<file path="config.mk">
export PLATFORM = sky130hd
export DESIGN_NAME = vdp_bitmap_fetch
export DESIGN_NICKNAME = d
export VERILOG_FILES = /design/src/logic/vdp_pkg.sv /design/src/logic/vdp_bitmap_fetch.sv
export SDC_FILE = /design/constraint.sdc
export NUM_CORES = 1
export LEC_CHECK = 0
export BUFFER_PORTS_ARGS = -buffer_cell sky130_fd_sc_hd__buf_2
export CAP_MARGIN = 20
export CORE_MARGIN = 4
export CORE_UTILIZATION = 36
export CTS_CLUSTER_SIZE = 28
export DETAILED_ROUTE_END_ITERATION = 16
export PLACE_DENSITY_LB_ADDON = 0.3
export SYNTH_ARGS = -nofsm -noshare
export SYNTH_HDL_FRONTEND = slang
export SYNTH_SLANG_ARGS = --single-unit
</file>
<file path="constraint.sdc">
create_clock -name cpu_bus -period 1.9 [get_ports cpu_bus]
set_input_delay 0.38 -clock cpu_bus [delete_from_list [all_inputs] [get_ports cpu_bus]]
set_output_delay 0.38 -clock cpu_bus [all_outputs]
set_load 0.005 [all_outputs]
</file>
<file path="src/logic/vdp_pkg.sv">
// VDP package: bus widths, typedefs, port map, frame geometry and control FSM states
`default_nettype none

package vdp_pkg;

    // Widths that carry a meaning on the bus and in the datapath
    localparam int VRAM_ADDR_W = 12;

    typedef logic [7:0]             byte_t;
    typedef logic [VRAM_ADDR_W-1:0] vram_addr_t;
    typedef logic [3:0]             color_idx_t;
    typedef logic [2:0]             rgb3_t;
    typedef logic [7:0]             rgb8_t;
    typedef logic [6:0]             hpos_t;
    typedef logic [5:0]             vpos_t;

    // I/O map, the block answers on four ports from the base upward
    localparam byte_t      IO_BASE   = 8'h98;
    localparam logic [1:0] PORT_DATA = 2'd0;
    localparam logic [1:0] PORT_CTRL = 2'd1;
    localparam logic [1:0] PORT_PAL  = 2'd2;

    // Small frame, sized to keep simulation short
    localparam hpos_t H_ACTIVE     = 7'd32;
    localparam hpos_t H_TOTAL      = 7'd64;
    localparam hpos_t H_SYNC_START = 7'd40;
    localparam hpos_t H_SYNC_LEN   = 7'd6;
    localparam vpos_t V_ACTIVE     = 6'd24;
    localparam vpos_t V_TOTAL      = 6'd40;
    localparam vpos_t V_SYNC_START = 6'd28;
    localparam vpos_t V_SYNC_LEN   = 6'd2;

    // Two pixels per byte in the bitmap
    localparam vram_addr_t BYTES_PER_LINE = 12'd16;
    localparam int         PAL_ENTRIES    = 16;

    // Register numbers as carried in bits 4..0 of the second setup byte
    localparam logic [4:0] REG_MODE     = 5'd1;
    localparam logic [4:0] REG_BACKDROP = 5'd7;
    localparam logic [4:0] REG_PAL_IDX  = 5'd16;

    // Counter stage to RGB outputs
    localparam int PIPE_DELAY = 3;

    typedef enum logic {CTRL_IDLE, CTRL_SECOND} ctrl_state_t;

endpackage

`default_nettype wire
</file>
<file path="src/logic/vdp_bitmap_fetch.sv">
// VDP bitmap fetch: display address from scan position, byte split into two pixels
`timescale 1ns/1ns
`default_nettype none

module vdp_bitmap_fetch (
    input  logic                 cpu_bus,
    input  logic                 rst_n,
    input  vdp_pkg::hpos_t       hpos,
    input  vdp_pkg::vpos_t       vpos,
    input  logic                 fetch,
    input  logic                 active,
    output logic                 disp_rd,
    output vdp_pkg::vram_addr_t  disp_addr,
    input  vdp_pkg::byte_t       disp_q,
    output vdp_pkg::color_idx_t  pix_idx,
    output logic                 pix_valid
);
    import vdp_pkg::*;

    byte_t held;
    logic  active_d;
    logic  odd_d;

    // Linear bitmap, two pixels per byte
    assign disp_rd   = fetch;
    assign disp_addr = vram_addr_t'(vpos) * BYTES_PER_LINE + vram_addr_t'(hpos[6:1]);

    // Stage 1 follows the VRAM read, stage 2 presents the pixel index
    always_ff @(posedge cpu_bus or negedge rst_n) begin
        if (!rst_n) begin
            active_d  <= 1'b0;
            odd_d     <= 1'b0;
            pix_valid <= 1'b0;
        end else begin
            active_d  <= active;
            odd_d     <= hpos[0];
            pix_valid <= active_d;
        end
    end

    // High nibble goes straight through, the byte is kept for the odd pixel
    always_ff @(posedge cpu_bus) begin
        if (!odd_d)
            held <= disp_q;
        pix_idx <= odd_d ? held[3:0] : disp_q[7:4];
    end

endmodule

`default_nettype wire

</file>
==> flow_summary.toml <==
[synthesis]
yosysWarnings = 0
synth_xor_area_share_pct = 6.81
synthMuxAreaShare_pct = 8.76
netlist_area_um2 = 514
ys_ff_latch = 11
synth_area_per_cell_um2 = 12.5
synth_compound_area_share_pct = 1.70
synth-simple-area-share_pct = 7.30
syn-num-nets = 69
ys_types = 18
synth_seq_area_share_pct = 53.5
synthCells = 41
synthAdderAreaFrac_pct = 8.76
synth_top_family_by_area = "buffers and inverters"

[clock_tree]
htree_levels = 1
clk-insertion-delay-late_ns = 0.26
numCtsBuffers = 3
cts_tree = "built"
cts-root-buf = "clkbuf_4"
path_clk_slew_ns = 0.06
cts.sink_count = 11
cts_buffer_depth = 2

[detailed_routing]
vias_per_cell = 4.47
dr.first_iter.drc_count = 1
vias = 389
firstDrtPassIters = 3
drc = 0
wl_um = 948
ant_nets = 0
avgRoutedWirePerCell_um = 10.9

[die]
dieHeight_um = 45.8
rows = 13
core_region_area_um2 = 1320
die_x_um = 45.8
dieArea_um2 = 2100
pin_count = 43
initial_core_util_pct = 39.0

[setup_path]
cp_data_required_time_ns = 1.52
cp_max_fo = 3
path_class = "in2out"
cp-start-kind = "input pin"
rrSetupSlack_ns = 1.01
cp-endpoint = "disp_addr[8]"
cp-end-kind = "primary output"
regToRegStartpoint = "odd_d"
crit_start = "hpos[5]"
arrival_ns = 1.44
r2r_cells = 1
reg2reg_to = "pix_idx[1]"

[cells_and_area]
layout-drive-gt1-share_pct = 59.7
finalNetCount = 101
final_util_pct = 52.3
stdcell_area_um2 = 689
fillerInstances = 110
synthToLayoutAreaGrowth_pct = 34.1
stdcell_count = 87
n_antenna_cell = 0

[timing]
finalHoldViolations = 0
setup_tns_ns = 0
setup_viol = 0
slew_viol_final = 0
max_freq_ghz = 0.549
fin_ws_ns = 0.0785
fin_crit_ns = 1.82
rsz0062_at_grt = "false"
finClkSkew_ns = 0.000608
fin_crit_sh_pct = 95.9

[power]
seqPwrFrac_pct = 52.7
pwr_density_cell_nw_per_um2 = 730
netSwitchingPower_mw = 0.113
swShare_pct = 22.4
pwr-share-clk_pct = 30.3
internal_power_mw = 0.391
p_comb_share_pct = 17.0
peakVddDrop_mv = 0.564
p_leak_nw = 0.350

[global_route]
grt-ovfl-total = 0
grt_max_degree = 7
grt_pass1_vias = 377
grt_antenna_before_repair = 0
grt_usage_pct = 10.5
grt_pass1_wl_um = 1440

[place]
dp.final_hpwl_um = 816
gp_congestion = 0.715
place_area_um2 = 651
post-place-ws_ns = 0.00101
port_buffers = 31
dp.cells = 82

[job]
cap_violations = 0

[status]
outcome = "completed"

[worst_hold_path]
hold_class = "in2reg"
-- cells in the mapped netlist --
cell type | number | area (um2)
nand2_1 | 1 | 3.75
edfxtp_1 | 4 | 120
a21oi_2 | 1 | 8.76
dfrtp_1 | 3 | 75.1
xnor2_1 | 1 | 8.76
nor3b_1 | 1 | 7.51
xor2_1 | 3 | 26.3
fa_1 | 1 | 20.0
buf_4 | 6 | 45.0
nor2_1 | 1 | 3.75
nor2_2 | 1 | 6.26
inv_1 | 5 | 18.8
nor2b_1 | 1 | 6.26
conb_1 | 1 | 3.75
nand3_2 | 1 | 10.0
mux2_2 | 4 | 45.0
ha_1 | 2 | 25.0
dfxtp_1 | 4 | 80.1
-- sequential cells by signal, indices dropped and copies added (netlist names) --
name / flops
pix_valid: 1
odd_d: 1
active_d: 1
pix_idx: 4
held: 4
-- worst min-delay path by stage --
stage | endpoint | start | slack (ns) | cells after the start
finish | active_d | active | 0.22 | 1
floorplan | active_d | rst_n | 0.08 | 0
CTS | active_d | active | 0.21 | 1
global placement | pix_valid | rst_n | 0.18 | 1
global route | odd_d | hpos[0] | 0.21 | 1
detailed placement | active_d | rst_n | 0.18 | 1
-- critical path, stage by stage --
cell    delay, ns
buf_2        0.08
ha_1         0.15
inv_1        0.06
fa_2         0.37
nor2_1       0.14
xor2_1       0.14
buf_2        0.13
-- kinds of logic after synthesis --
| kind of cell | count (synthesis) |
|---|---|
| flops | 11 |
| buf+inv | 11 |
| simple gates | 6 |
| xor+xnor | 4 |
| mux | 4 |
| fa+ha+maj | 3 |
| other cells | 1 |
| compound gates | 1 |
-- cells in the final DEF, fill, tap and decap left out, drive strengths merged --
| cell type | count |
|---|---|
| nor2 | 2 |
| nor2b | 1 |
| nor3b | 1 |
| a21oi | 1 |
| xnor2 | 1 |
| nand3 | 1 |
| conb | 1 |
| fa | 1 |
| clkbuf | 4 |
| dfxtp | 4 |
| inv | 5 |
| nand2 | 1 |
| ha | 2 |
| buf | 32 |
| mux2 | 4 |
| edfxtp | 4 |
| dlygate4sd3 | 1 |
| dfrtp | 3 |
| xor2 | 3 |
-- power groups by stage --
stage          logic [mW]  clock network, mW  registers [mW]
2_1_floorplan      0.0443                  0           0.271
3_3_place_gp       0.0835                  0           0.270
3_5_place_dp       0.0855                  0           0.270
4_1_cts            0.0873              0.159           0.265
5_1_grt            0.0972              0.171           0.267
6_report           0.0858              0.153           0.265
-- per-stage QoR --
| stage | power [mW] | hold slack (ns) |
|---|---|---|
| 2_1_floorplan | 0.315 | 0.0844 |
| 4_1_cts | 0.512 | 0.208 |
| 3_5_place_dp | 0.356 | 0.177 |
| 5_1_grt | 0.535 | 0.208 |
| 6_report | 0.503 | 0.219 |
| 3_3_place_gp | 0.354 | 0.176 |
-- final cells by class --
class,count,area (um2),area share [%]
repair buffers,33,173,25.0
multi-input cells,19,178,25.8
clock buffers,4,26.3,3.81
inverters,5,18.8,2.72
flip-flops and latches,11,275,39.9
well taps,15,18.8,2.72
-- metal layers --
layer	global-route usage, %	vias up	part of all wire, %
li1	-	185	-
met1	9.78	178	34
met2	18.1	22	50
met3	1.19	4	11
met4	11.9	0	4.6
met5	0	-	0
-- what timing repair did --
item                                    4_1_cts  5_1_grt
buffers inserted                              0        0
hold buffers                                  1        0
hold endpoints to repair                      3        0
gates resized for setup                       0        1
endpoints found under the setup margin        0        2
(Power assumes the default switching activity.)
