## config.mk

```make
export PLATFORM = sky130hd
export DESIGN_NAME = vdp_palette
export DESIGN_NICKNAME = d
export VERILOG_FILES = /design/src/logic/vdp_pkg.sv /design/src/logic/vdp_palette.sv
export SDC_FILE = /design/constraint.sdc
export NUM_CORES = 1
export LEC_CHECK = 0
export BUFFER_PORTS_ARGS = -buffer_cell sky130_fd_sc_hd__buf_2
export CAP_MARGIN = 30
export CORE_ASPECT_RATIO = 1.5
export CORE_MARGIN = 1
export CORE_UTILIZATION = 33
export CTS_BUF_LIST = sky130_fd_sc_hd__clkbuf_4
export DETAILED_ROUTE_END_ITERATION = 10
export PLACE_DENSITY = 0.58
export SYNTH_ARGS = -nofsm -noshare
export SYNTH_HDL_FRONTEND = slang
export SYNTH_SLANG_ARGS = --single-unit
export TNS_END_PERCENT = 5
```

## constraint.sdc

```tcl
create_clock -name cpu_bus -period 2.8 [get_ports cpu_bus]
set_input_delay 0 -clock cpu_bus [delete_from_list [all_inputs] [get_ports cpu_bus]]
set_output_delay 0 -clock cpu_bus [all_outputs]
set_load 0.02 [all_outputs]
```

## src/logic/vdp_pkg.sv

```systemverilog
// VDP package: bus widths, typedefs, port map, frame geometry and control FSM states
`default_nettype none

package vdp_pkg;

    // Widths that carry a meaning on the bus and in the datapath
    localparam int VRAM_ADDR_W = 12;

    typedef logic [7:0]             byte_t;
    typedef logic [VRAM_ADDR_W-1:0] vram_addr_t;
    typedef logic [3:0]             color_idx_t;
    typedef logic [2:0]             rgb3_t;
    typedef logic [7:0]             rgb8_t;
    typedef logic [6:0]             hpos_t;
    typedef logic [5:0]             vpos_t;

    // I/O map, the block answers on four ports from the base upward
    localparam byte_t      IO_BASE   = 8'h98;
    localparam logic [1:0] PORT_DATA = 2'd0;
    localparam logic [1:0] PORT_CTRL = 2'd1;
    localparam logic [1:0] PORT_PAL  = 2'd2;

    // Small frame, sized to keep simulation short
    localparam hpos_t H_ACTIVE     = 7'd32;
    localparam hpos_t H_TOTAL      = 7'd64;
    localparam hpos_t H_SYNC_START = 7'd40;
    localparam hpos_t H_SYNC_LEN   = 7'd6;
    localparam vpos_t V_ACTIVE     = 6'd24;
    localparam vpos_t V_TOTAL      = 6'd40;
    localparam vpos_t V_SYNC_START = 6'd28;
    localparam vpos_t V_SYNC_LEN   = 6'd2;

    // Two pixels per byte in the bitmap
    localparam vram_addr_t BYTES_PER_LINE = 12'd16;
    localparam int         PAL_ENTRIES    = 16;

    // Register numbers as carried in bits 4..0 of the second setup byte
    localparam logic [4:0] REG_MODE     = 5'd1;
    localparam logic [4:0] REG_BACKDROP = 5'd7;
    localparam logic [4:0] REG_PAL_IDX  = 5'd16;

    // Counter stage to RGB outputs
    localparam int PIPE_DELAY = 3;

    typedef enum logic {CTRL_IDLE, CTRL_SECOND} ctrl_state_t;

endpackage

`default_nettype wire
```

## src/logic/vdp_palette.sv

```systemverilog
// VDP palette: 16 entries of 9-bit RGB, written in byte pairs, expanded to 8 bits
`timescale 1ns/1ns
`default_nettype none

module vdp_palette (
    input  logic                 cpu_bus,
    input  logic                 rst_n,
    input  logic                 pal_we,
    input  vdp_pkg::byte_t       pal_data,
    input  logic                 pal_second,
    input  logic                 pal_idx_set,
    input  vdp_pkg::color_idx_t  pal_idx,
    input  vdp_pkg::color_idx_t  pix_idx,
    input  logic                 pix_valid,
    input  logic                 display_en,
    input  vdp_pkg::color_idx_t  backdrop,
    output vdp_pkg::rgb8_t       r,
    output vdp_pkg::rgb8_t       g,
    output vdp_pkg::rgb8_t       b
);
    import vdp_pkg::*;

    rgb3_t      pal_r [PAL_ENTRIES];
    rgb3_t      pal_g [PAL_ENTRIES];
    rgb3_t      pal_b [PAL_ENTRIES];
    rgb3_t      red_l;
    rgb3_t      blue_l;
    color_idx_t wr_idx;
    color_idx_t sel;

    // Repeat the 3-bit level so full scale maps to 0xFF
    function automatic rgb8_t expand(rgb3_t c);
        return {c, c, c[2:1]};
    endfunction

    // First byte carries red and blue
    always_ff @(posedge cpu_bus) begin
        if (pal_we && !pal_second) begin
            red_l  <= pal_data[6:4];
            blue_l <= pal_data[2:0];
        end
    end

    // Green completes the entry and the index moves on
    always_ff @(posedge cpu_bus or negedge rst_n) begin
        if (!rst_n) begin
            wr_idx <= '0;
            for (int i = 0; i < PAL_ENTRIES; i++) begin
                pal_r[i] <= '0;
                pal_g[i] <= '0;
                pal_b[i] <= '0;
            end
        end else if (pal_idx_set) begin
            wr_idx <= pal_idx;
        end else if (pal_we && pal_second) begin
            pal_r[wr_idx] <= red_l;
            pal_g[wr_idx] <= pal_data[2:0];
            pal_b[wr_idx] <= blue_l;
            wr_idx        <= wr_idx + 1'b1;
        end
    end

    // Backdrop fills the border and the whole screen while display is off
    assign sel = (pix_valid && display_en) ? pix_idx : backdrop;

    always_ff @(posedge cpu_bus) begin
        r <= expand(pal_r[sel]);
        g <= expand(pal_g[sel]);
        b <= expand(pal_b[sel]);
    end

endmodule

`default_nettype wire

```

==> summary.txt <==
Yosys
  • Primary FF master, synth: dfrtp_1
  • Ys async rst share: 90.8%
  • Complex-gate fraction of the synthesized area: 7.80%
  • Seq/Total Area, Yosys: a little over 50%
  • Post-synth EDFFs: 6
  • Syn_area_per_cell: ~13 um2
  • Most numerous cell in the Yosys netlist: dfrtp_1
  • Synth Cell Area: roughly 7900 um2
  • Synth cell types: 47
  • Main combinational cell family by area after synthesis: multiplexers
  • Yosys warns: 0
  • Post-synthesis mux area share: about a quarter
  • Post-synthesis cell count: 614
  • Simple-Gate Fraction of Synth Area: 8.17%
  • Commonest cells in the netlist: dfrtp_1, mux2_2, nand3_1, mux2i_1, o21ai_0
  • Area contributors post-synth: dfrtp_1, mux2_2, mux2i_1
  • Largest area contributor in the netlist: dfrtp_1
  • Syn nets: around 650
  • Synth top area share: between 40% and 50%
  • Post-Synth XOR/XNOR Area: 0.334%
  • Post-Synth Adder-Cell Area: less than 1%
  • Yosys reg bits: roughly 160

Floorplanning
  • Die H: ~190 um
  • Die footprint: approximately 24000 um2
  • FP Rows: between 60 and 70
  • Starting Density: 33.9%
  • Die Span X: 128 um
  • Core ar.: 23200 um2
  • Ports: 51

Clocking
  • CTS tree: built
  • CTS Sinks: ~160
  • Root Buffer: clkbuf_4
  • Worst-path clk slew: around 130 ps
  • Worst skew pair latency: between 500 and 600 ps
  • Max clock buf depth: 2
  • H-Tree Depth: 4
  • Inserted Clock Buffers: 17
  • # resized after CTS: 0

Drt
  • # DRC: 0
  • Vias per std cell: around 5.3
  • Vias: roughly 5200
  • Final WL: roughly 19 mm
  • DRT Pass-1 Iters: 4
  • Starting DRT DRC Count: 200
  • Antenna-violating nets left: 0
  • WL/cell: between 15 and 20 um

Timing
  • Final Cycle Share: a little under three quarters
  • Slew headroom: between 30% and 40%
  • Setup Total Neg Slack: 0 ps
  • Final Hold Fails: 0
  • Slew Limit Fails: 0
  • Setup Viol. Count Final: 0
  • Fmax: 499 MHz
  • RSZ-0062 raised after global routing: false
  • Clk_skew: 38.6 ps
  • Period minus WS final: ~2000 ps
  • Slew @ Worst Pin: slightly above 900 ps

Setup path
  • Critical path class: reg -> reg
  • Crit Path Max Fanout: 9
  • Crit start category: flip-flop
  • Worst R2R Start: wr_idx[0]
  • WP data required: about 3300 ps
  • Setup crit end kind: flip-flop
  • Arr. time, crit path: between 2000 and 2500 ps
  • CP Launch Point: wr_idx[0]

Power and ir drop
  • Sw frac: a little under a third
  • Sequential fraction of design power: a little over half
  • Pleak: approximately 4 nW
  • Total power: 5.78 mW
  • Peak VDD IR: slightly below 0.3 mV
  • Clock share of power: about a quarter
  • Pwr dens: 660 nW/um2
  • Internal: a little over 4 mW
  • Sw Pwr: 1.74 mW
  • Logic pwr share: 20.5%

Layout
  • Nets: just under 700
  • Final instance area: ~8800 um2
  • Synth-to-Final Area Change: 11.2%
  • # fillers: approximately 2200
  • Share of layout cells above drive strength 1: between 30% and 40%

Placed design
  • Area post-placement: a little over 8000 um2
  • Final Wtd Congestion: between 0.7 and 0.8
  • Buffers added on ports: 48
  • Detail Placement HPWL: between 10 and 15 mm

Global routing
  • First-pass GRT wire length: between 30 and 40 mm
  • Gr usage total: ~16%
  • Largest net degree at the start of global routing: 88
  • Initial antenna violation count: 1
  • Vias in the first global route: 5635
  • Grt total ovfl: 0

Job
  • Maxcap violations: 0

Worst hold path
  • Class of the most critical hold timing path: in -> async

Run status
  • Status: finished, final reports clean
==> routing by layer <==
layer / part of all wire (%) / global-route usage, % / vias up / wire, um
met2: 55 / 29.7 / 102 / 10400
li1: - / - / 2329 / -
met4: 2.4 / 7.78 / 0 / 456
met3: 2.7 / 2.74 / 31 / 503
met5: 0 / 0 / - / 0
met1: 40 / 18.4 / 2744 / 7480
==> path summary, 6_finish.rpt <==
path,endpoint,slack [ps],cells after the start
worst max-delay path,pal_g[41],800,5
worst max register to register,pal_g[41],800,5
min in group cpu_bus,red_l[0],70,2
worst min-delay path,pal_g[6],50,2
worst min register to register,pal_b[30],520,1
max in group asynchronous,pal_b[30],1970,3
==> flip-flops by register name, indices dropped and copies added (netlist names) <==
name	cells
pal_b	48
pal_g	48
pal_r	48
wr_idx	4
b	3
blue_l	3
g	3
r	3
red_l	3
==> through the flow <==
step	cells	hold WS, ps	setup slack, ps	util, %
2_1_floorplan	614	-296	1170	-
3_3_place_gp	934	106	856	35.6
3_5_place_dp	934	123	777	35.6
4_1_cts	985	46.4	779	37.7
5_1_grt	986	25.5	736	37.7
6_report	986	49.7	795	37.7
==> power groups by stage <==
| stage | registers, mW | clock network, mW | logic (mW) |
|---|---|---|---|
| 2_1_floorplan | 3.08 | 0 | 0.915 |
| 3_3_place_gp | 3.12 | 0 | 1.12 |
| 3_5_place_dp | 3.16 | 0 | 1.17 |
| 4_1_cts | 3.11 | 1.52 | 1.20 |
| 5_1_grt | 3.18 | 1.62 | 1.29 |
| 6_report | 3.12 | 1.47 | 1.18 |
==> final cells by class <==
type	count	area, um2	share of cell area [%]
flip-flops and latches	163	4060	46.4
multi-input cells	394	3450	39.4
repair buffers	78	532	6.07
well taps	315	394	4.50
clock inverters	14	165	1.89
clock buffers	18	135	1.54
inverters	3	11.3	0.129
diodes	1	2.50	0.0286
==> critical path: stages (launching register included) <==
cell	delay (ps)
dfrtp_1	440
inv_1	130
ha_1	230
nand2_4	80
or3_1	620
mux2_4	410
==> kinds of logic after synthesis <==
logic type,after synthesis
AO/OA/AOI/OAI,93
XOR/XNOR,3
adder cells (fa/ha/maj),4
buffers and inverters,57
flip-flops,163
multiplexers,183
AND/OR/NAND/NOR,111
==> repair_timing <==
| action | CTS | global route |
|---|---|---|
| endpoints found under the hold margin | 149 | 0 |
| buffers inserted | 0 | 0 |
| hold buffers | 19 | 0 |
==> cell usage in the layout, fill, tap and decap left out, drive strengths merged, types with 2 or more instances in the layout <==
cell type    instances
a21oi               18
a31oi                2
and3                 2
buf                 59
bufinv               2
clkbuf              18
clkinv               2
dfrtp              148
dfxtp                9
dlygate4sd3         19
edfxtp               6
ha                   4
inv                 12
mux2               145
mux2i               38
nand2               13
nand2b               2
nand3               41
nand4               10
nor2                15
nor2b                2
nor3                18
o21ai               40
o221ai              18
o2bb2ai              9
o31ai                2
or3                  4
xor2                 2
Power figures use the tool's default switching activity.
