==> src/logic/vdp_pkg.sv <==
// VDP package: bus widths, typedefs, port map, frame geometry and control FSM states
`default_nettype none

package vdp_pkg;

    // Widths that carry a meaning on the bus and in the datapath
    localparam int VRAM_ADDR_W = 12;

    typedef logic [7:0]             byte_t;
    typedef logic [VRAM_ADDR_W-1:0] vram_addr_t;
    typedef logic [3:0]             color_idx_t;
    typedef logic [2:0]             rgb3_t;
    typedef logic [7:0]             rgb8_t;
    typedef logic [6:0]             hpos_t;
    typedef logic [5:0]             vpos_t;

    // I/O map, the block answers on four ports from the base upward
    localparam byte_t      IO_BASE   = 8'h98;
    localparam logic [1:0] PORT_DATA = 2'd0;
    localparam logic [1:0] PORT_CTRL = 2'd1;
    localparam logic [1:0] PORT_PAL  = 2'd2;

    // Small frame, sized to keep simulation short
    localparam hpos_t H_ACTIVE     = 7'd32;
    localparam hpos_t H_TOTAL      = 7'd64;
    localparam hpos_t H_SYNC_START = 7'd40;
    localparam hpos_t H_SYNC_LEN   = 7'd6;
    localparam vpos_t V_ACTIVE     = 6'd24;
    localparam vpos_t V_TOTAL      = 6'd40;
    localparam vpos_t V_SYNC_START = 6'd28;
    localparam vpos_t V_SYNC_LEN   = 6'd2;

    // Two pixels per byte in the bitmap
    localparam vram_addr_t BYTES_PER_LINE = 12'd16;
    localparam int         PAL_ENTRIES    = 16;

    // Register numbers as carried in bits 4..0 of the second setup byte
    localparam logic [4:0] REG_MODE     = 5'd1;
    localparam logic [4:0] REG_BACKDROP = 5'd7;
    localparam logic [4:0] REG_PAL_IDX  = 5'd16;

    // Counter stage to RGB outputs
    localparam int PIPE_DELAY = 3;

    typedef enum logic {CTRL_IDLE, CTRL_SECOND} ctrl_state_t;

endpackage

`default_nettype wire
==> src/logic/vram_cpu_if.sv <==
// CPU VRAM request channel between the port controller and the VRAM arbiter
`timescale 1ns/1ns
`default_nettype none

interface vram_cpu_if;
    import vdp_pkg::*;

    // Request side holds all four until ack
    logic       req;
    logic       we;
    vram_addr_t addr;
    byte_t      wdata;

    // Ack is a single-cycle pulse, rdata is valid with it
    logic       ack;
    byte_t      rdata;

    modport ctrl_mp (output req, we, addr, wdata, input ack, rdata);
    modport mem_mp (input req, we, addr, wdata, output ack, rdata);

endinterface

`default_nettype wire

==> src/logic/vdp_port_ctrl.sv <==
// VDP port controller: I/O decode, setup sequence, registers, VRAM access and status
`timescale 1ns/1ns
`default_nettype none

module vdp_port_ctrl (
    input  logic                 cpu_bus,
    input  logic                 rst_n,
    input  logic                 iorq,
    input  logic                 m1,
    input  logic                 req,
    input  logic                 wr,
    input  vdp_pkg::byte_t       addr,
    input  vdp_pkg::byte_t       data_in,
    output vdp_pkg::byte_t       data_out,
    vram_cpu_if.ctrl_mp          vram,
    input  logic                 frame_start,
    output logic                 interrupt,
    output logic                 display_en,
    output vdp_pkg::color_idx_t  backdrop,
    output logic                 pal_we,
    output vdp_pkg::byte_t       pal_data,
    output logic                 pal_second,
    output logic                 pal_idx_set,
    output vdp_pkg::color_idx_t  pal_idx
);
    import vdp_pkg::*;

    ctrl_state_t state;
    byte_t       first_byte;
    byte_t       rd_buf;
    byte_t       wr_buf;
    vram_addr_t  vaddr;
    logic        access, wr_data, rd_data, wr_ctrl, rd_ctrl, wr_pal;
    logic        setup_wr, reg_wr;
    logic        req_r, we_r, irq_en, pal_phase, frame_flag;

    // I/O cycle that is not an M1 fetch and falls in our four-port window
    assign access  = iorq && !m1 && req && (addr[7:2] == IO_BASE[7:2]);
    assign wr_data = access && wr && (addr[1:0] == PORT_DATA);
    assign rd_data = access && !wr && (addr[1:0] == PORT_DATA);
    assign wr_ctrl = access && wr && (addr[1:0] == PORT_CTRL);
    assign rd_ctrl = access && !wr && (addr[1:0] == PORT_CTRL);
    assign wr_pal  = access && wr && (addr[1:0] == PORT_PAL);

    // Second byte of the pair, bit 7 picks register write over address setup
    assign setup_wr = wr_ctrl && (state == CTRL_SECOND);
    assign reg_wr   = setup_wr && data_in[7];

    // Reads are answered in the same cycle; anything else floats the bus high
    always_comb begin
        data_out = 8'hFF;
        if (rd_data)
            data_out = rd_buf;
        else if (rd_ctrl)
            data_out = {frame_flag, 7'd0};
    end

    // Status read also realigns the two-byte sequence
    always_ff @(posedge cpu_bus or negedge rst_n) begin
        if (!rst_n) begin
            state <= CTRL_IDLE;
        end else if (rd_ctrl) begin
            state <= CTRL_IDLE;
        end else if (wr_ctrl) begin
            state <= (state == CTRL_IDLE) ? CTRL_SECOND : CTRL_IDLE;
        end
    end

    always_ff @(posedge cpu_bus) begin
        if (wr_ctrl && state == CTRL_IDLE)
            first_byte <= data_in;
        if (wr_data)
            wr_buf <= data_in;
        // Prefetched byte lands in the read-ahead buffer
        if (vram.ack && !we_r)
            rd_buf <= vram.rdata;
    end

    // Only mode bits 6 and 5 and the backdrop nibble are kept
    always_ff @(posedge cpu_bus or negedge rst_n) begin
        if (!rst_n) begin
            display_en <= 1'b0;
            irq_en     <= 1'b0;
            backdrop   <= '0;
        end else if (reg_wr) begin
            if (data_in[4:0] == REG_MODE) begin
                display_en <= first_byte[6];
                irq_en     <= first_byte[5];
            end
            if (data_in[4:0] == REG_BACKDROP)
                backdrop <= first_byte[3:0];
        end
    end

    // Address counter steps once per served request, read or write
    always_ff @(posedge cpu_bus or negedge rst_n) begin
        if (!rst_n) begin
            vaddr <= '0;
            req_r <= 1'b0;
            we_r  <= 1'b0;
        end else begin
            if (vram.ack) begin
                req_r <= 1'b0;
                vaddr <= vaddr + 1'b1;
            end
            if (wr_data) begin
                req_r <= 1'b1;
                we_r  <= 1'b1;
            end else if (rd_data) begin
                // Data port read hands out the buffer and refills it
                req_r <= 1'b1;
                we_r  <= 1'b0;
            end else if (setup_wr && !data_in[7]) begin
                vaddr <= {data_in[3:0], first_byte};
                // Read mode starts filling the buffer straight away
                if (!data_in[6]) begin
                    req_r <= 1'b1;
                    we_r  <= 1'b0;
                end
            end
        end
    end

    assign vram.req   = req_r;
    assign vram.we    = we_r;
    assign vram.addr  = vaddr;
    assign vram.wdata = wr_buf;

    // Palette byte pairing restarts whenever the index is reloaded
    always_ff @(posedge cpu_bus or negedge rst_n) begin
        if (!rst_n)
            pal_phase <= 1'b0;
        else if (pal_idx_set)
            pal_phase <= 1'b0;
        else if (wr_pal)
            pal_phase <= !pal_phase;
    end

    assign pal_we      = wr_pal;
    assign pal_data    = data_in;
    assign pal_second  = pal_phase;
    assign pal_idx_set = reg_wr && (data_in[4:0] == REG_PAL_IDX);
    assign pal_idx     = first_byte[3:0];

    // A vblank start in the same cycle as a status read wins
    always_ff @(posedge cpu_bus or negedge rst_n) begin
        if (!rst_n) begin
            frame_flag <= 1'b0;
            interrupt  <= 1'b0;
        end else begin
            if (rd_ctrl)
                frame_flag <= 1'b0;
            if (frame_start)
                frame_flag <= 1'b1;
            interrupt <= frame_flag && irq_en;
        end
    end

    // The arbiter must see a steady request until it answers
    a_req_held: assert property (@(posedge cpu_bus) disable iff (!rst_n)
        vram.req && !vram.ack |=> vram.req && $stable(vram.addr));

    // Ack only ever answers an outstanding request
    a_ack_has_req: assert property (@(posedge cpu_bus) disable iff (!rst_n)
        vram.ack |-> vram.req);

endmodule

`default_nettype wire

==> src/flat_wrapper.sv <==
// flat-port wrapper written by rule: the top's interface ports become plain ports
module vdp_port_ctrl_flat import vdp_pkg::*;
  (cpu_bus, rst_n, iorq, m1, req, wr, addr, data_in, data_out, frame_start, interrupt, display_en, backdrop, pal_we, pal_data, pal_second, pal_idx_set, pal_idx, vram_req, vram_we, vram_addr, vram_wdata, vram_ack, vram_rdata);
  vram_cpu_if vram_i ();
  input  logic cpu_bus;
  input  logic rst_n;
  input  logic iorq;
  input  logic m1;
  input  logic req;
  input  logic wr;
  input  vdp_pkg::byte_t addr;
  input  vdp_pkg::byte_t data_in;
  output vdp_pkg::byte_t data_out;
  input  logic frame_start;
  output logic interrupt;
  output logic display_en;
  output vdp_pkg::color_idx_t backdrop;
  output logic pal_we;
  output vdp_pkg::byte_t pal_data;
  output logic pal_second;
  output logic pal_idx_set;
  output vdp_pkg::color_idx_t pal_idx;
  output wire logic [$bits(vram_i.req)-1:0] vram_req;
  output wire logic [$bits(vram_i.we)-1:0] vram_we;
  output wire logic [$bits(vram_i.addr)-1:0] vram_addr;
  output wire logic [$bits(vram_i.wdata)-1:0] vram_wdata;
  input wire logic [$bits(vram_i.ack)-1:0] vram_ack;
  input wire logic [$bits(vram_i.rdata)-1:0] vram_rdata;
  assign vram_req = vram_i.req;
  assign vram_we = vram_i.we;
  assign vram_addr = vram_i.addr;
  assign vram_wdata = vram_i.wdata;
  assign vram_i.ack = vram_ack;
  assign vram_i.rdata = vram_rdata;
  vdp_port_ctrl u_core (.cpu_bus(cpu_bus), .rst_n(rst_n), .iorq(iorq), .m1(m1), .req(req), .wr(wr), .addr(addr), .data_in(data_in), .data_out(data_out), .vram(vram_i), .frame_start(frame_start), .interrupt(interrupt), .display_en(display_en), .backdrop(backdrop), .pal_we(pal_we), .pal_data(pal_data), .pal_second(pal_second), .pal_idx_set(pal_idx_set), .pal_idx(pal_idx));
endmodule
==> config.mk <==
export PLATFORM = sky130hd
export DESIGN_NAME = vdp_port_ctrl_flat
export DESIGN_NICKNAME = d
export VERILOG_FILES = /design/src/logic/vdp_pkg.sv /design/src/logic/vram_cpu_if.sv /design/src/logic/vdp_port_ctrl.sv /design/src/flat_wrapper.sv
export SDC_FILE = /design/constraint.sdc
export NUM_CORES = 1
export LEC_CHECK = 0
export BUFFER_PORTS_ARGS = -buffer_cell sky130_fd_sc_hd__buf_2
export CORE_UTILIZATION = 52
export DETAILED_ROUTE_END_ITERATION = 7
export MAX_ROUTING_LAYER = met4
export PLACE_DENSITY = 0.87
export SLEW_MARGIN = 25
export SYNTH_ARGS = -nofsm -noshare
export SYNTH_HDL_FRONTEND = slang
export SYNTH_SLANG_ARGS = --single-unit
==> constraint.sdc <==
create_clock -name cpu_bus -period 2.7 [get_ports cpu_bus]
set_input_delay 0.27 -clock cpu_bus [delete_from_list [all_inputs] [get_ports cpu_bus]]
set_output_delay 0.27 -clock cpu_bus [all_outputs]
set_load 0.005 [all_outputs]
==> flow_summary.toml, run 1 <==
[yosys]
ys.flop_type = "edfxtp_1"
synth_cell_types = 37
async_reset_ff_share_pct = 50.0
synth_warnings = 0
synth_top_area_share_pct = 33.4
syn_avg_cell_area_um2 = 12.0
yosysTopAreaCell = "edfxtp_1"
synth_cells = 180
syn_nets = 213
synthTopCellsByArea = "edfxtp_1 33%, dfrtp_1 28%, buf_4 4.2%"
synth-edff-count = 24
yosysSeqAreaShare_pct = 61.1
synth_area_um2 = 2160
ys_ff_latch = 48

[hold_path]
hold_depth = 1
hold_path_class = "in2reg"

[cts]
clockRootBuffer = "clkbuf_8"
htreeDepth = 2
clk_path_buf_depth = 2
clock-sinks = 48
path_clk_slew_ns = 0.08
clk_latency_ns = 0.31
cts_buffers = 5
cts_tree = "yes"

[flow_run]
maxCapViolations = 0

[place]
dp.cells = 296
port_buffers = 82
place.gp.congestion = 0.788
placed_area_um2 = 2540
dp_hpwl_mm = 3.37

[floorplanning]
die_h_um = 66.5
ios = 83
num_rows = 23
initial_core_util_pct = 54.0
die_x_um = 66.5
dieArea_um2 = 4420
coreArea_um2 = 4000

[routing]
wl_per_cell_um = 14.8
drc = 0
postRouteAntennaNets = 0
drt_wl_total_mm = 4.50
num_vias = 1604
dr.pass1.iters = 4
vias_per_cell = 5.26
drtIter0Drc = 54

[worst_setup_path]
cpPeakStageDelay_ns = 0.40
crit_type = "in2out"
critPathMaxFanout = 10
cpMaxStageDelayCell = "nor4bb_1"
worst-path-buf-inv = 3
cp_top_family = "simple AND/OR/NAND/NOR gates"
worstPathArrival_ns = 1.86
path_cells = "buf_2 -> or3b_1 -> or3_1 -> buf_4 -> nor4bb_1 -> buf_2"
critPathRequiredTime_ns = 2.43
worst_path_most_repeated_cell = "buf_2"
critPathLaunchType = "primary input"
crit_path_end_kind = "primary output"
r2r_cells = 3
cp.depth = 6

[timing]
totalNegativeSetupSlack_ns = 0
finalCritPeriodShare_pct = 78.8
skew_ns = 0.0114
fin_crit_ns = 2.13
relSlewSlack_pct = 51.8
hold_viol = 0
max_freq_ghz = 0.470
slew_viol_final = 0
setup_viol = 0
worstMarginPinSlew_ns = 0.722
grt_setup_unrepaired = "false"

[power]
ir_drop_v = 0.000454
powerDensity_nw_per_um2 = 594
leakage_uw = 0.00122

[layout]
n_fill_cell = 306
antennaDiodeCount = 0
fin_area_um2 = 2630
area_delta_synth_final_pct = 21.7
nets = 287
fin_cells = 305
drive_gt1_share_pct = 38.8

[grt]
grt_pass1_vias = 1465
grt_antenna_before_repair = 0
grtUsageTotal_pct = 22.9
gr-total-overflow = 0
grt_first_pass_wirelength_mm = 6.98
grt_max_degree = 25

[run_status]
status = "finished, final reports clean"
## cells in the mapped netlist, types with 5 or more instances
| cell type | number |
|---|---|
| a21oi_1 | 13 |
| buf_4 | 12 |
| clkbuf_1 | 6 |
| dfrtp_1 | 24 |
| edfxtp_1 | 24 |
| inv_1 | 10 |
| nand2_1 | 6 |
| nor2_1 | 19 |
| nor3_1 | 5 |
| o21ai_0 | 8 |
| xnor2_1 | 7 |
## state kept, by name (all words and copies together), names as in the netlist
signal / cells
u_core.irq_en: 1
u_core.display_en: 1
u_core.pal_second: 1
u_core.interrupt: 1
u_core.backdrop: 4
u_core.state: 1
u_core.rd_buf: 8
u_core.vram.we: 1
u_core.vram.req: 1
u_core.first_byte: 8
u_core.vram.wdata: 8
u_core.frame_flag: 1
u_core.vram.addr: 12
## report_power, final
part	internal, uW	leakage [uW]	total [uW]	switching [uW]
registers	831	0.000540	903	71.5
clock network	182	0.0000422	409	227
logic	128	0.000637	249	121
total	1140	0.00122	1560	420
## stage by stage
stage | utilization, % | setup slack, ns | power (uW) | hold WS, ns
floorplan | - | 0.224 | 1040 | -0.0256
global route | 65.7 | 0.438 | 1630 | 0.124
finish | 65.7 | 0.574 | 1560 | 0.137
CTS | 65.7 | 0.590 | 1570 | 0.131
detailed placement | 63.5 | 0.431 | 1170 | 0.277
global placement | 63.5 | 0.484 | 1150 | 0.271
## layout by cell type, fill, tap and decap left out, types with 2 or more instances in the layout
| cell type | n |
|---|---|
| clkbuf_1 | 2 |
| clkbuf_8 | 5 |
| buf_2 | 82 |
| edfxtp_1 | 24 |
| nor4bb_1 | 2 |
| o21ai_0 | 8 |
| xor2_1 | 4 |
| nand4b_1 | 3 |
| mux2_4 | 4 |
| nor3_1 | 5 |
| mux2i_1 | 2 |
| nor2_1 | 19 |
| dfrtp_1 | 24 |
| buf_4 | 3 |
| nand2_1 | 6 |
| mux2_2 | 4 |
| a21oi_1 | 13 |
| xnor2_1 | 7 |
| or3_1 | 2 |
| or4_1 | 2 |
| nand4_1 | 3 |
| nand2b_1 | 2 |
| nor4_1 | 3 |
| inv_1 | 10 |
## logic make-up (layout without fill, tap and decap cells)
family          Yosys count  in the layout  synth area share [%]
mux                      10             10                  5.79
simple gates             57             57                  14.8
fa+ha+maj                 1              1                 0.579
flops                    48             48                  61.1
buf+inv                  29            104                  7.18
xor+xnor                 11             11                  4.46
compound gates           24             24                  6.02
## path summary, 6_finish.rpt
path	slack (ns)	start	to
max	0.57	addr[5]	pal_idx_set
min	0.14	vram_rdata[2]	u_core.rd_buf[2]
max reg2reg	0.74	u_core.state	u_core.vram.addr[9]
min reg2reg	0.50	u_core.irq_en	u_core.interrupt
max in group asynchronous	1.85	rst_n	u_core.interrupt
min in group asynchronous	0.49	rst_n	u_core.pal_second
## cell type report
type | count | area (um2) | share of cell area (%)
inverter | 10 | 37.5 | 1.43
sequential | 48 | 1320 | 50.2
tap | 50 | 62.6 | 2.38
multi-input combinational | 103 | 684 | 26.0
timing repair buffer | 86 | 443 | 16.8
clock inverter | 1 | 5.00 | 0.190
clock buffer | 7 | 76.3 | 2.90
## worst reg2reg max path, cell delays in order (launching register included)
cell and delay (ns):
dfrtp_1 0.38, nand4b_1 0.18, or4_1 0.87, mux2_2 0.41
## per-layer routing
metal / up-vias / share of wire, % / global-route usage (%)
li1: 771 / - / -
met1: 762 / 44 / 28.6
met2: 66 / 49 / 35.8
met3: 5 / 5.4 / 5.14
met4: 0 / 1.7 / 9.84
met5: - / 0 / -
## what timing repair did
action,4_1_cts,5_1_grt
setup buffers,0,0
hold buffers,1,0
endpoints found under the hold margin,24,0
setup endpoints to repair,0,0
resized for setup,0,0
Note: power is estimated with default switching activity, not from simulation.
==> run 2: changes to the inputs <==
- CORE_UTILIZATION: 52 -> 44
- PLACE_DENSITY: 0.87 -> 0.79
- clock period: 2.7 -> 1.95 ns (I/O delays scaled with it)
==> run 2 against run 1 <==
Clock skew is 0.0014 ns lower. Sequential share of layout area fell by 4.4 points. Via count increased by 1.1%. Register-to-register slack worse by 0.64 ns. Cell count rose by 9.8%. First-iteration DRC count is 39% lower. Clock power increased by 110%. Non-clock buffer count grew 13. Hold slack lost 0.076 ns. Worst setup slack lost 0.56 ns. Wire length up 5.2%. Global-route usage shrank 3.1 points.
==> flow_summary.toml, run 2 (synthesized netlist as in run 1, its figures left out) <==
[power]
leakage_uw = 0.00135
powerDensity_nw_per_um2 = 854
ir_drop_v = 0.000521
power.total_uw = 2460

[routing]
postRouteAntennaNets = 0
drc = 0
vias_per_cell = 4.84
num_vias = 1622
drtIter0Drc = 33
wl_per_cell_um = 14.1
dr.pass1.iters = 4
drt_wl_total_mm = 4.73

[worst_setup_path]
worstPathArrival_ns = 1.74
critPathLaunchType = "primary input"
worst-path-buf-inv = 4
cpPeakStageDelay_ns = 0.38
critPathRequiredTime_ns = 1.75
path_cells = "buf_2 -> or3b_1 -> or3_4 -> buf_6 -> nor4bb_4 -> buf_4 -> buf_6"
crit_type = "in2out"
cpMaxStageDelayCell = "or3b_1"
critPathMaxFanout = 9
crit_path_end_kind = "primary output"
worst_path_most_repeated_cell = "buf_6"
cp_top_family = "simple AND/OR/NAND/NOR gates"

[layout]
fin_area_um2 = 2880
mostFrequentLayoutCell = "buf_2"
fin_cells = 335
nets = 300
largest_reg_flops = 12
layout_common_cells = "81 x buf_2, 24 x dfrtp_1, 24 x edfxtp_1, 19 x nor2_1, 15 x buf_4"
drive_gt1_share_pct = 44.8
area_delta_synth_final_pct = 33.5
antennaDiodeCount = 0

[grt]
grtUsageTotal_pct = 19.8
grt_pass1_vias = 1580
grt_max_degree = 25
grt_first_pass_wirelength_mm = 7.48
gr-total-overflow = 0
grt_antenna_before_repair = 0

[floorplanning]
num_rows = 25
die_x_um = 72.1
coreArea_um2 = 4720
dieArea_um2 = 5200
die_h_um = 72.1
ios = 83
initial_core_util_pct = 45.7

[place]
place.gp.congestion = 0.843
dp.cells = 323
placed_area_um2 = 2650
dp_hpwl_mm = 3.43
port_buffers = 82

[cts]
clk_path_buf_depth = 2
htreeDepth = 2
clockRootBuffer = "clkbuf_8"
cts_buffers = 5
clk_latency_ns = 0.30
path_clk_slew_ns = 0.09
cts_tree = "yes"
clock-sinks = 48

[timing]
setup_viol = 0
slew_viol_final = 0
finalCritPeriodShare_pct = 99.1
relSlewSlack_pct = 61.3
max_freq_ghz = 0.518
grt_setup_unrepaired = "true"
skew_ns = 0.00995
hold_viol = 0
fin_crit_ns = 1.93
worstMarginPinSlew_ns = 0.578

[hold_path]
hold_path_class = "in2reg"

[run_status]
status = "finished, final reports clean"

[flow_run]
maxCapViolations = 0
[run 2: layout make-up]
| cell class | instances | area [um2] |
|---|---|---|
| inverters | 10 | 37.5 |
| flip-flops and latches | 48 | 1320 |
| repair buffers | 99 | 551 |
| well taps | 67 | 83.8 |
| fillers | 387 | 1840 |
| clock inverters | 1 | 30.0 |
| clock buffers | 7 | 119 |
| multi-input cells | 103 | 742 |
[run 2: what timing repair did]
| item | CTS | global route |
|---|---|---|
| pin swaps | 1 | 2 |
| resized for setup | 3 | 6 |
| setup buffers | 1 | 2 |
| endpoints found under the hold margin | 24 | 0 |
| setup endpoints to repair | 1 | 15 |
| hold buffers | 1 | 0 |
[run 2: metal layers]
layer	up-vias	part of all wire (%)	global-route usage [%]
li1	797	-	-
met2	77	49	31.2
met3	16	6.6	5.28
met4	0	2.6	7.84
met1	732	42	24.4
met5	-	0	-
[run 2: metrics by stage]
step / hold WS [ns] / setup TNS, ns / util [%] / setup slack (ns)
CTS: 0.0551 / 0 / 60.1 / 0.00960
floorplan: -0.101 / 0 / - / 0.0135
detailed placement: 0.218 / -0.290 / 56.1 / -0.0770
global placement: 0.202 / -0.256 / 56.1 / -0.0642
global route: 0.0446 / -0.0420 / 61.1 / -0.0348
finish: 0.0606 / 0 / 61.1 / 0.0182
[run 2: worst paths after layout]
kind,slack [ns],to,start,cells after the start
max,0.02,pal_idx_set,addr[5],7
min in group asynchronous,0.41,u_core.vram.addr[3],rst_n,2
min reg2reg,0.50,u_core.vram.req,u_core.vram.req,1
max reg2reg,0.10,u_core.backdrop[2],u_core.state,4
max in group asynchronous,1.17,u_core.interrupt,rst_n,2
min,0.06,u_core.rd_buf[1],vram_rdata[1],1
[run 2: power breakdown]
group	leakage [uW]	switching [uW]	internal, uW
combinational	0.000738	160	182
clock	0.0000747	330	538
sequential	0.000540	103	1150
total	0.00135	593	1870
